<file path="config.mk">
export PLATFORM = sky130hd
export DESIGN_NAME = icache_fetch_ctrl
export DESIGN_NICKNAME = d
export VERILOG_FILES = /design/src/hdl/icache_pkg.sv /design/src/hdl/icache_fetch_ctrl.sv
export SDC_FILE = /design/constraint.sdc
export NUM_CORES = 1
export LEC_CHECK = 0
export ABC_AREA = 1
export BUFFER_PORTS_ARGS = -buffer_cell sky130_fd_sc_hd__buf_2
export CORE_AREA = 2 2 196 198
export CTS_CLUSTER_DIAMETER = 30
export DETAILED_ROUTE_END_ITERATION = 10
export DIE_AREA = 0 0 198 200
export GPL_TIMING_DRIVEN = 1
export PLACE_DENSITY_LB_ADDON = 0.2
export SETUP_SLACK_MARGIN = 0.3
export SYNTH_ARGS = -nofsm -noshare
export SYNTH_HDL_FRONTEND = slang
export SYNTH_SLANG_ARGS = --single-unit
</file>
<file path="constraint.sdc">
create_clock -name clk -period 10.82 [get_ports clk]
set_input_delay 0.541 -clock clk [delete_from_list [all_inputs] [get_ports clk]]
set_output_delay 0.541 -clock clk [all_outputs]
set_load 0.01 [all_outputs]
</file>
<file path="src/hdl/icache_pkg.sv">
// cache size localparams, field positions, vector typedefs, fetch state enum
`default_nettype none

package icache_pkg;

	localparam int ADDR_W      = 32;
	localparam int WORD_W      = 32;
	localparam int NUM_WAYS    = 4;
	localparam int NUM_SETS    = 16;
	localparam int LINE_WORDS  = 8;
	localparam int GROUP_WORDS = 2;   // words returned per hit

	localparam int OFFSET_W    = 2;   // byte in word
	localparam int WORD_IDX_W  = 3;   // word in line
	localparam int INDEX_W     = 4;
	localparam int TAG_W       = 23;
	localparam int WAY_W       = 2;
	localparam int GROUP_SEL_W = WORD_IDX_W - 1;   // top bits of word index

	localparam int INDEX_LSB   = OFFSET_W + WORD_IDX_W;   // set index at 8..5
	localparam int TAG_LSB     = INDEX_LSB + INDEX_W;     // tag at 31..9

	typedef logic [ADDR_W-1:0]             addr_t;
	typedef logic [WORD_W-1:0]             word_t;
	typedef logic [GROUP_WORDS*WORD_W-1:0] group_t;   // low word at low address
	typedef logic [TAG_W-1:0]              tag_t;
	typedef logic [INDEX_W-1:0]            index_t;
	typedef logic [WORD_IDX_W-1:0]         word_idx_t;
	typedef logic [WAY_W-1:0]              way_t;
	typedef logic [NUM_WAYS-1:0]           hit_vec_t;
	typedef logic [2:0]                    plru_t;    // tree bits, root in bit 0

	typedef enum logic [1:0] {IDLE, LOOKUP, REFILL} fetch_state_t;

endpackage

`default_nettype wire

</file>
<file path="src/hdl/icache_fetch_ctrl.sv">
// request latch, lookup/refill FSM, bus request, refill word count, hit data select
`timescale 1ns/1ps
`default_nettype none

module icache_fetch_ctrl
	import icache_pkg::*;
(
	input  logic                   clk,
	input  logic                   i_rst_n,
	input  logic                   i_req,
	input  addr_t                  i_addr,
	input  hit_vec_t               i_hit,
	input  way_t                   i_victim,
	input  group_t                 i_group_0,
	input  group_t                 i_group_1,
	input  group_t                 i_group_2,
	input  group_t                 i_group_3,
	input  logic                   i_bus_valid,
	input  word_t                  i_bus_data,
	output index_t                 o_index,
	output tag_t                   o_tag,
	output logic [GROUP_SEL_W-1:0] o_group_sel,
	output logic                   o_access,
	output way_t                   o_access_way,
	output logic                   o_fill_we,
	output way_t                   o_fill_way,
	output word_idx_t              o_fill_word,
	output word_t                  o_fill_data,
	output logic                   o_fill_done,
	output logic                   o_ready,
	output logic                   o_data_valid,
	output group_t                 o_data,
	output logic                   o_bus_req,
	output addr_t                  o_bus_addr
);

	fetch_state_t state;
	addr_t        req_addr;   // held for the whole miss
	word_idx_t    word_cnt;   // next refill word
	way_t         fill_way;
	way_t         hit_way;
	group_t       hit_group;
	logic         hit_any;
	logic         fill_last;

	// address fields to both stores
	assign o_index     = req_addr[TAG_LSB-1:INDEX_LSB];
	assign o_tag       = req_addr[ADDR_W-1:TAG_LSB];
	assign o_group_sel = req_addr[INDEX_LSB-1 -: GROUP_SEL_W];

	assign hit_any = |i_hit;

	// one-hot to way number
	always_comb begin
		hit_way = '0;
		for (int w = 0; w < NUM_WAYS; w++) begin
			if (i_hit[w])
				hit_way = way_t'(w);
		end
	end

	always_comb begin
		case (hit_way)
			2'd0:    hit_group = i_group_0;
			2'd1:    hit_group = i_group_1;
			2'd2:    hit_group = i_group_2;
			default: hit_group = i_group_3;
		endcase
	end

	assign o_access     = (state == LOOKUP) && hit_any;   // plru touch
	assign o_access_way = hit_way;
	assign o_fill_we    = (state == REFILL) && i_bus_valid;
	assign o_fill_way   = fill_way;
	assign o_fill_word  = word_cnt;
	assign o_fill_data  = i_bus_data;
	assign fill_last    = (word_cnt == word_idx_t'(LINE_WORDS - 1));
	assign o_fill_done  = o_fill_we && fill_last;
	assign o_ready      = (state == IDLE);

	always_ff @(posedge clk or negedge i_rst_n) begin
		if (!i_rst_n) begin
			state        <= IDLE;
			o_data_valid <= 1'b0;
			o_bus_req    <= 1'b0;
			word_cnt     <= '0;
		end else begin
			o_data_valid <= 1'b0;   // strobes last one cycle
			o_bus_req    <= 1'b0;
			case (state)
				IDLE: begin
					if (i_req)
						state <= LOOKUP;
				end
				LOOKUP: begin
					if (hit_any) begin
						state        <= IDLE;
						o_data_valid <= 1'b1;
					end else begin
						state     <= REFILL;
						o_bus_req <= 1'b1;
						word_cnt  <= '0;
					end
				end
				REFILL: begin
					if (o_fill_we) begin
						word_cnt <= word_cnt + 1'b1;
						if (fill_last)
							state <= LOOKUP;   // look again, now hits
					end
				end
				default: state <= IDLE;
			endcase
		end
	end

	always_ff @(posedge clk) begin
		if (state == IDLE && i_req)
			req_addr <= i_addr;
		if (state == LOOKUP) begin
			if (hit_any) begin
				o_data <= hit_group;
			end else begin
				fill_way   <= i_victim;
				o_bus_addr <= {req_addr[ADDR_W-1:INDEX_LSB], {INDEX_LSB{1'b0}}};   // line base
			end
		end
	end

	// requester has no stall, must wait for o_ready
	a_req_idle: assert property (@(posedge clk) disable iff (!i_rst_n) i_req |-> state == IDLE)
		else $error("fetch ctrl: request while busy");
	a_bus_refill: assert property (@(posedge clk) disable iff (!i_rst_n)
		i_bus_valid |-> state == REFILL)
		else $error("fetch ctrl: bus data outside refill");

endmodule

`default_nettype wire

</file>
==> flow_metrics.py, run 1 <==
metrics = {
    "synth": {
        "netlist_instances": 701,
        "ys_seq_elements": 129,
        "ys_types": 22,
        "avgSynthCellArea_sq_um": 9.574,
        "synth_seq_area_share_pct": 57.20,
        "yosys_warnings": 0,
        "netlist_area_sq_um": 6711,
    },
    "clock_network": {
        "cts_resized": 0,
        "cts_tree": "yes",
        "cts-root-buf": "clkbuf_16",
        "clkLatencyLatePin_ns": 0.43,
        "clkSinkCount": 129,
        "cts_buffer_depth": 2,
        "cts_made_buffers": 17,
        "htree_levels": 4,
        "clkTransAtPathRegs_ns": 0.06,
    },
    "floorplan": {
        "core_area_sq_um": 37400,
        "start_util_pct": 17.95,
        "rows": 71,
        "die_h_um": 200,
        "die_x_um": 198,
        "fp.dieArea_sq_um": 39600,
        "io_pins": 500,
    },
    "grt": {
        "grt_most_used_layer": "met2",
        "overflow": 0,
        "groute.usage.overall_pct": 13.75,
        "antenna_found_initial": 3,
        "met2_usage_pct": 25.01,
        "grt_pass1_wl_mm": 39.05,
        "met3_usage_pct": 5.460,
        "grt_start_max_net_pins": 68,
        "grt_use_met1_pct": 14.26,
        "grt_pass1_vias": 6274,
    },
    "timing": {
        "setup_viol": 0,
        "fin_crit_ns": 3.614,
        "relSlewSlack_pct": 23.35,
        "worst_slew_pin_slew_ns": 1.150,
        "hold_violations": 0,
        "slew_violations": 0,
        "fmax_ghz": 0.2767,
        "grt_setup_unrepaired": "no",
        "period_share_pct": 33.40,
        "skew_ns": 0.007185,
        "fin_setup_tns_ns": 0,
    },
    "worst_hold_path": {
        "worstHoldStart": "i_addr[23]",
        "hold_path_class": "in2reg",
    },
    "place": {
        "placed_cell_area_sq_um": 9071,
        "port_buffers": 427,
        "gp_congestion": 0.7859,
        "dp.cells": 1569,
        "dp_hpwl_mm": 21.05,
    },
    "critical_path": {
        "crit_path_cell_trace": "buf_2 > buf_4 > nor2_4 > buf_4 > nand2_1 > nor2_1 > nor3_2 > buf_4 > buf_4 > buf_2",
        "crit_required_ns": 10.28,
        "crit_arrival_ns": 3.07,
        "critical_path_class": "in2out",
        "r2r-start": "state[0]$_DFFE_PN0P_",
        "cp_common_cell": "buf_4",
        "crit_slowest_cell": "buf_4",
        "start_kind": "primary input",
        "setup.worst_path.start": "i_hit[3]",
        "r2r_slack_ns": 8.75,
        "cpPeakStageDelay_ns": 0.58,
        "endpoint_kind": "output port",
        "path_max_fanout": 67,
    },
    "routing": {
        "dr.pass1.iters": 4,
        "route.vias.total": 6567,
        "drt-total-wl_mm": 28.64,
        "routedWlPerCell_um": 17.88,
        "drc": 0,
        "routed_via_density": 4.099,
        "ant_nets": 0,
        "drtIter0Drc": 259,
    },
    "cells_and_area": {
        "final_area_sq_um": 9651,
        "instances_no_fill": 1602,
        "fin_nets": 1410,
        "area_growth_syn_to_layout_pct": 43.79,
        "final_util_pct": 25.80,
        "drive_gt1_share_pct": 45.50,
    },
    "flow_run": {
        "cap_violations": 0,
    },
    "power_and_ir_drop": {
        "leakage_nw": 4.453,
        "vdd_drop_max_uv": 57.57,
        "powerDensity_nw_per_um2": 145.2,
        "power_mw": 1.402,
    },
    "status": {
        "status": "finished clean",
    },
}
==> kinds of logic after synthesis <==
| group | Yosys count | share of synthesized area (%) |
|---|---|---|
| other | 1 | 0.05587 |
| DFF | 129 | 57.20 |
| and+or+nand+nor | 344 | 25.47 |
| adders and majority gates | 2 | 0.3728 |
| AOI/OAI and AO/OA | 65 | 4.866 |
| buffers and inverters | 160 | 12.04 |
==> layout by cell type, fill, tap and decap left out, drive strengths merged, types with 7 or more instances in the layout <==
master and count:
a21oi 63, buf 438, clkbuf 18, dfrtp 7, edfxtp 122, inv 77
nand2 73, nand3 195, nor2 7, or2 63
==> worst paths after layout <==
check                                        endpoint  cells past startpoint
hold / removal                 req_addr[23]$_DFFE_PP_                      1
hold reg to reg               o_bus_addr[7]$_DFFE_PP_                      0
max in group asynchronous         o_bus_req$_DFF_PN0_                      2
setup reg to reg                 o_data[32]$_DFFE_PP_                      4
min in group asynchronous  o_fill_word[0]$_DFFE_PN0P_                      2
setup / recovery                             o_access                     10
==> registers in the layout (all words and copies together) (netlist names) <==
name          cells
o_bus_addr       27
o_bus_req         1
o_data           64
o_data_valid      1
o_fill_way        2
o_fill_word       3
req_addr         29
state             2
==> power by group <==
part	switching [mW]	internal, mW	leakage (nW)
Sequential	0.0121	0.592	1.23
Combinational	0.135	0.0931	2.96
Clock	0.233	0.337	0.262
==> cell type report <==
type                            count  area (sq um)
Clock buffer                       18         429.2
Clock inverter                     13         137.6
Multi-Input combinational cell    416          2092
Inverter                           75         281.5
Sequential cell                   129          3839
Fill cell                        4121         27750
Tap cell                          511         639.4
Antenna cell                        1         2.502
Timing Repair Buffer              439          2230
==> synth_stat cells <==
library cell	instances	share of area (%)
inv_1	73	4.1
inv_2	2	0.11
edfxtp_1	122	55
a21oi_1	63	4.7
nand4_1	5	0.47
o21ai_0	1	0.074
clkbuf_1	12	0.67
buf_6	3	0.50
nor2_2	1	0.093
buf_4	39	4.4
nor2_1	6	0.34
nand2_1	73	4.1
nor3_1	1	0.074
dfrtp_1	7	2.6
or2_1	11	1.0
ha_1	2	0.37
o22ai_1	1	0.093
nand3_1	195	15
or2_2	23	2.1
or2_0	29	2.7
buf_2	31	2.3
conb_1	1	0.056
==> metrics by stage <==
| stage | setup slack, ns | hold WS [ns] |
|---|---|---|
| after floorplan | 4.648 | 0.2454 |
| after global placement | 7.104 | 0.3925 |
| after detailed placement | 7.123 | 0.3898 |
| after CTS | 7.122 | 0.2316 |
| after global routing | 6.963 | 0.2416 |
| final | 7.206 | 0.2757 |
==> layer usage <==
layer / vias to the layer above / routed length [um] / part of all wire, %
li1: 3104 / - / -
met1: 3034 / 10370 / 36
met2: 395 / 14790 / 52
met3: 32 / 2817 / 9.8
met4: 2 / 650 / 2.3
met5: - / 13 / 0.045
==> worst max-delay path, delay by kind of cell <==
| family | cells | cell delay [ns] |
|---|---|---|
| buffers and inverters | 6 | 2.09 |
| and+or+nand+nor | 4 | 0.33 |
==> what timing repair did <==
item | in CTS | in global routing
hold buffers | 1 | 0
buffers inserted | 0 | 0
setup endpoints to repair | 0 | 0
hold endpoints to repair | 7 | 0
No activity file was read; power rests on OpenSTA's default activity.
==> run 2, diff against run 1 <==
--- a/config.mk
+++ b/config.mk
@@ -7,10 +7,10 @@
 export LEC_CHECK = 0
 export ABC_AREA = 1
 export BUFFER_PORTS_ARGS = -buffer_cell sky130_fd_sc_hd__buf_2
-export CORE_AREA = 2 2 196 198
+export CORE_AREA = 2 2 197 199
 export CTS_CLUSTER_DIAMETER = 30
 export DETAILED_ROUTE_END_ITERATION = 10
-export DIE_AREA = 0 0 198 200
+export DIE_AREA = 0 0 199 201
 export GPL_TIMING_DRIVEN = 1
 export PLACE_DENSITY_LB_ADDON = 0.2
 export SETUP_SLACK_MARGIN = 0.3
==> constraint.sdc (replaced) <==
create_clock -name clk -period 3.5 [get_ports clk]
set_input_delay 0.175 -clock clk [delete_from_list [all_inputs] [get_ports clk]]
set_output_delay 0.175 -clock clk [all_outputs]
set_load 0.01 [all_outputs]
==> run 2 against run 1 <==
Final cell count rose by 2.6%. Sequential share of layout area fell by 1.6 points. Largest cell class unchanged. Die area increased by 1.0%. Clock skew increased by 0.0016 ns. Critical path type is now reg2out.
==> flow_metrics.py, run 2 (synthesized netlist as in run 1, its figures left out) <==
metrics = {
    "grt": {
        "groute.usage.overall_pct": 13.98,
        "antenna_found_initial": 1,
        "grt_pass1_vias": 6619,
        "overflow": 0,
        "grt_pass1_wl_mm": 40.59,
        "grt_start_max_net_pins": 66,
    },
    "critical_path": {
        "crit_arrival_ns": 1.93,
        "crit_family": "buffers and inverters",
        "setup.worst_path.start": "state[0]$_DFFE_PN0P_",
        "crit_path_cell_trace": "inv_1 > nor3_4 > buf_4 > buf_2",
        "cpPeakStageDelay_ns": 0.54,
        "start_kind": "flop",
        "r2r_slack_ns": 1.86,
        "path_max_fanout": 43,
        "endpoint_kind": "output port",
        "critical_path_class": "reg2out",
        "cp_num_buf_inv": 3,
        "r2r-start": "state[0]$_DFFE_PN0P_",
        "crit_slowest_cell": "buf_4",
        "r2r_cells": 3,
        "reg2reg_to": "o_data[57]$_DFFE_PP_",
        "crit_required_ns": 3.32,
    },
    "timing": {
        "relSlewSlack_pct": 45.25,
        "worst_slew_pin_slew_ns": 0.8212,
        "period_share_pct": 60.20,
        "skew_ns": 0.008797,
        "hold_violations": 0,
        "fin_setup_tns_ns": 0,
        "fmax_ghz": 0.4746,
        "fin_crit_ns": 2.107,
        "setup_viol": 0,
        "holdWs_ns": 0.04983,
        "worst_slack_ns": 1.393,
        "slew_violations": 0,
        "grt_setup_unrepaired": "no",
    },
    "cells_and_area": {
        "drive_gt1_share_pct": 44.27,
        "final_cell_mix": "buf_2, nand3_1, edfxtp_1",
        "final_util_pct": 26.42,
        "largest-register": "o_data",
        "antennaDiodeCount": 0,
        "final_area_sq_um": 10070,
        "largest_reg_flops": 64,
        "top_regs": "o_data: 64 flops, req_addr: 29 flops, o_bus_addr: 27 flops",
        "area_growth_syn_to_layout_pct": 50.00,
        "final_common_cell": "buf_2",
        "fillers": 4202,
        "fin_nets": 1444,
    },
    "floorplan": {
        "start_util_pct": 17.61,
        "fp.dieArea_sq_um": 40000,
        "die_h_um": 201,
        "die_x_um": 199,
        "io_pins": 500,
        "core_area_sq_um": 38110,
        "rows": 72,
    },
    "routing": {
        "dr.pass1.iters": 5,
        "drtIter0Drc": 268,
        "routedWlPerCell_um": 17.51,
        "ant_nets": 0,
        "drc": 0,
        "wl_met2_mm": 14.45,
        "routed_via_density": 4.026,
        "drt-total-wl_mm": 28.77,
        "route.vias.total": 6614,
        "routedLengthMet1_mm": 10.54,
        "top_layer_used": "met5",
        "wl_met3_mm": 2.738,
    },
    "clock_network": {
        "clkSinkCount": 129,
        "cts_made_buffers": 17,
        "cts_buffer_depth": 2,
        "htree_levels": 4,
        "cts_setup_buffers": 0,
        "cts-root-buf": "clkbuf_16",
        "clkLatencyLatePin_ns": 0.44,
        "cts_resized": 0,
        "cts_tree": "yes",
        "clkTransAtPathRegs_ns": 0.06,
    },
    "flow_run": {
        "cap_violations": 0,
    },
    "worst_hold_path": {
        "min_to": "o_fill_word[1]$_DFFE_PN0P_",
        "worstHoldStart": "i_bus_valid",
        "hold_path_class": "in2reg",
        "hold_depth": 3,
    },
    "place": {
        "dp_hpwl_mm": 22.04,
        "pre_cts_ws_ns": 1.560,
        "gp_congestion": 0.8544,
        "port_buffers": 427,
        "placed_cell_area_sq_um": 9109,
    },
    "status": {
        "status": "finished clean",
    },
    "power_and_ir_drop": {
        "leakage_nw": 4.644,
        "vdd_drop_max_uv": 246.6,
        "powerDensity_nw_per_um2": 453.8,
    },
}
run 2: how the worst max path moves through the flow:
stage | endpoint | slack [ns] | cells after the start
after global placement | o_data[47]$_DFFE_PP_ | 1.55 | 6
after floorplan | o_data[0]$_DFFE_PP_ | 0.82 | 6
after CTS | o_access | 1.33 | 4
final | o_access | 1.39 | 4
after global routing | o_access | 1.25 | 4
after detailed placement | o_data[47]$_DFFE_PP_ | 1.56 | 6
run 2: stage by stage:
| step | power (mW) | instances |
|---|---|---|
| after floorplan | 2.276 | 705 |
| after global placement | 2.620 | 1579 |
| after detailed placement | 2.625 | 1579 |
| after CTS | 4.673 | 1643 |
| after global routing | 4.796 | 1643 |
| final | 4.569 | 1643 |
run 2: cell type report:
type	count	area, sq um	share of cell area [%]
Sequential cell	129	3839	38.13
Timing Repair Buffer	473	2562	25.45
Inverter	75	281.5	2.796
Multi-Input combinational cell	416	2098	20.84
Tap cell	518	648.1	6.438
Clock buffer	17	425.4	4.226
Clock inverter	15	212.7	2.113
run 2: report_power, final:
part | internal (mW) | switching [mW] | total, mW
registers | 1.83 | 0.0403 | 1.87
logic | 0.313 | 0.421 | 0.734
clock network | 1.26 | 0.707 | 1.96
total | 3.40 | 1.17 | 4.57
run 2: layer usage:
| metal | vias up | global-route usage [%] |
|---|---|---|
| met5 | - | 0 |
| met4 | 2 | 6.983 |
| met3 | 41 | 4.654 |
| met2 | 380 | 24.96 |
| met1 | 3018 | 14.53 |
| li1 | 3173 | - |
run 2: what timing repair did:
| item | 4_1_cts | 5_1_grt |
|---|---|---|
| hold buffers | 32 | 0 |
| endpoints found under the setup margin | 0 | 0 |
| endpoints found under the hold margin | 38 | 0 |
run 2: worst register-to-register path: stages (launching register included):
cell	delay, ns
dfrtp_1	0.36
inv_1	0.13
nor3_4	0.21
buf_4	0.54
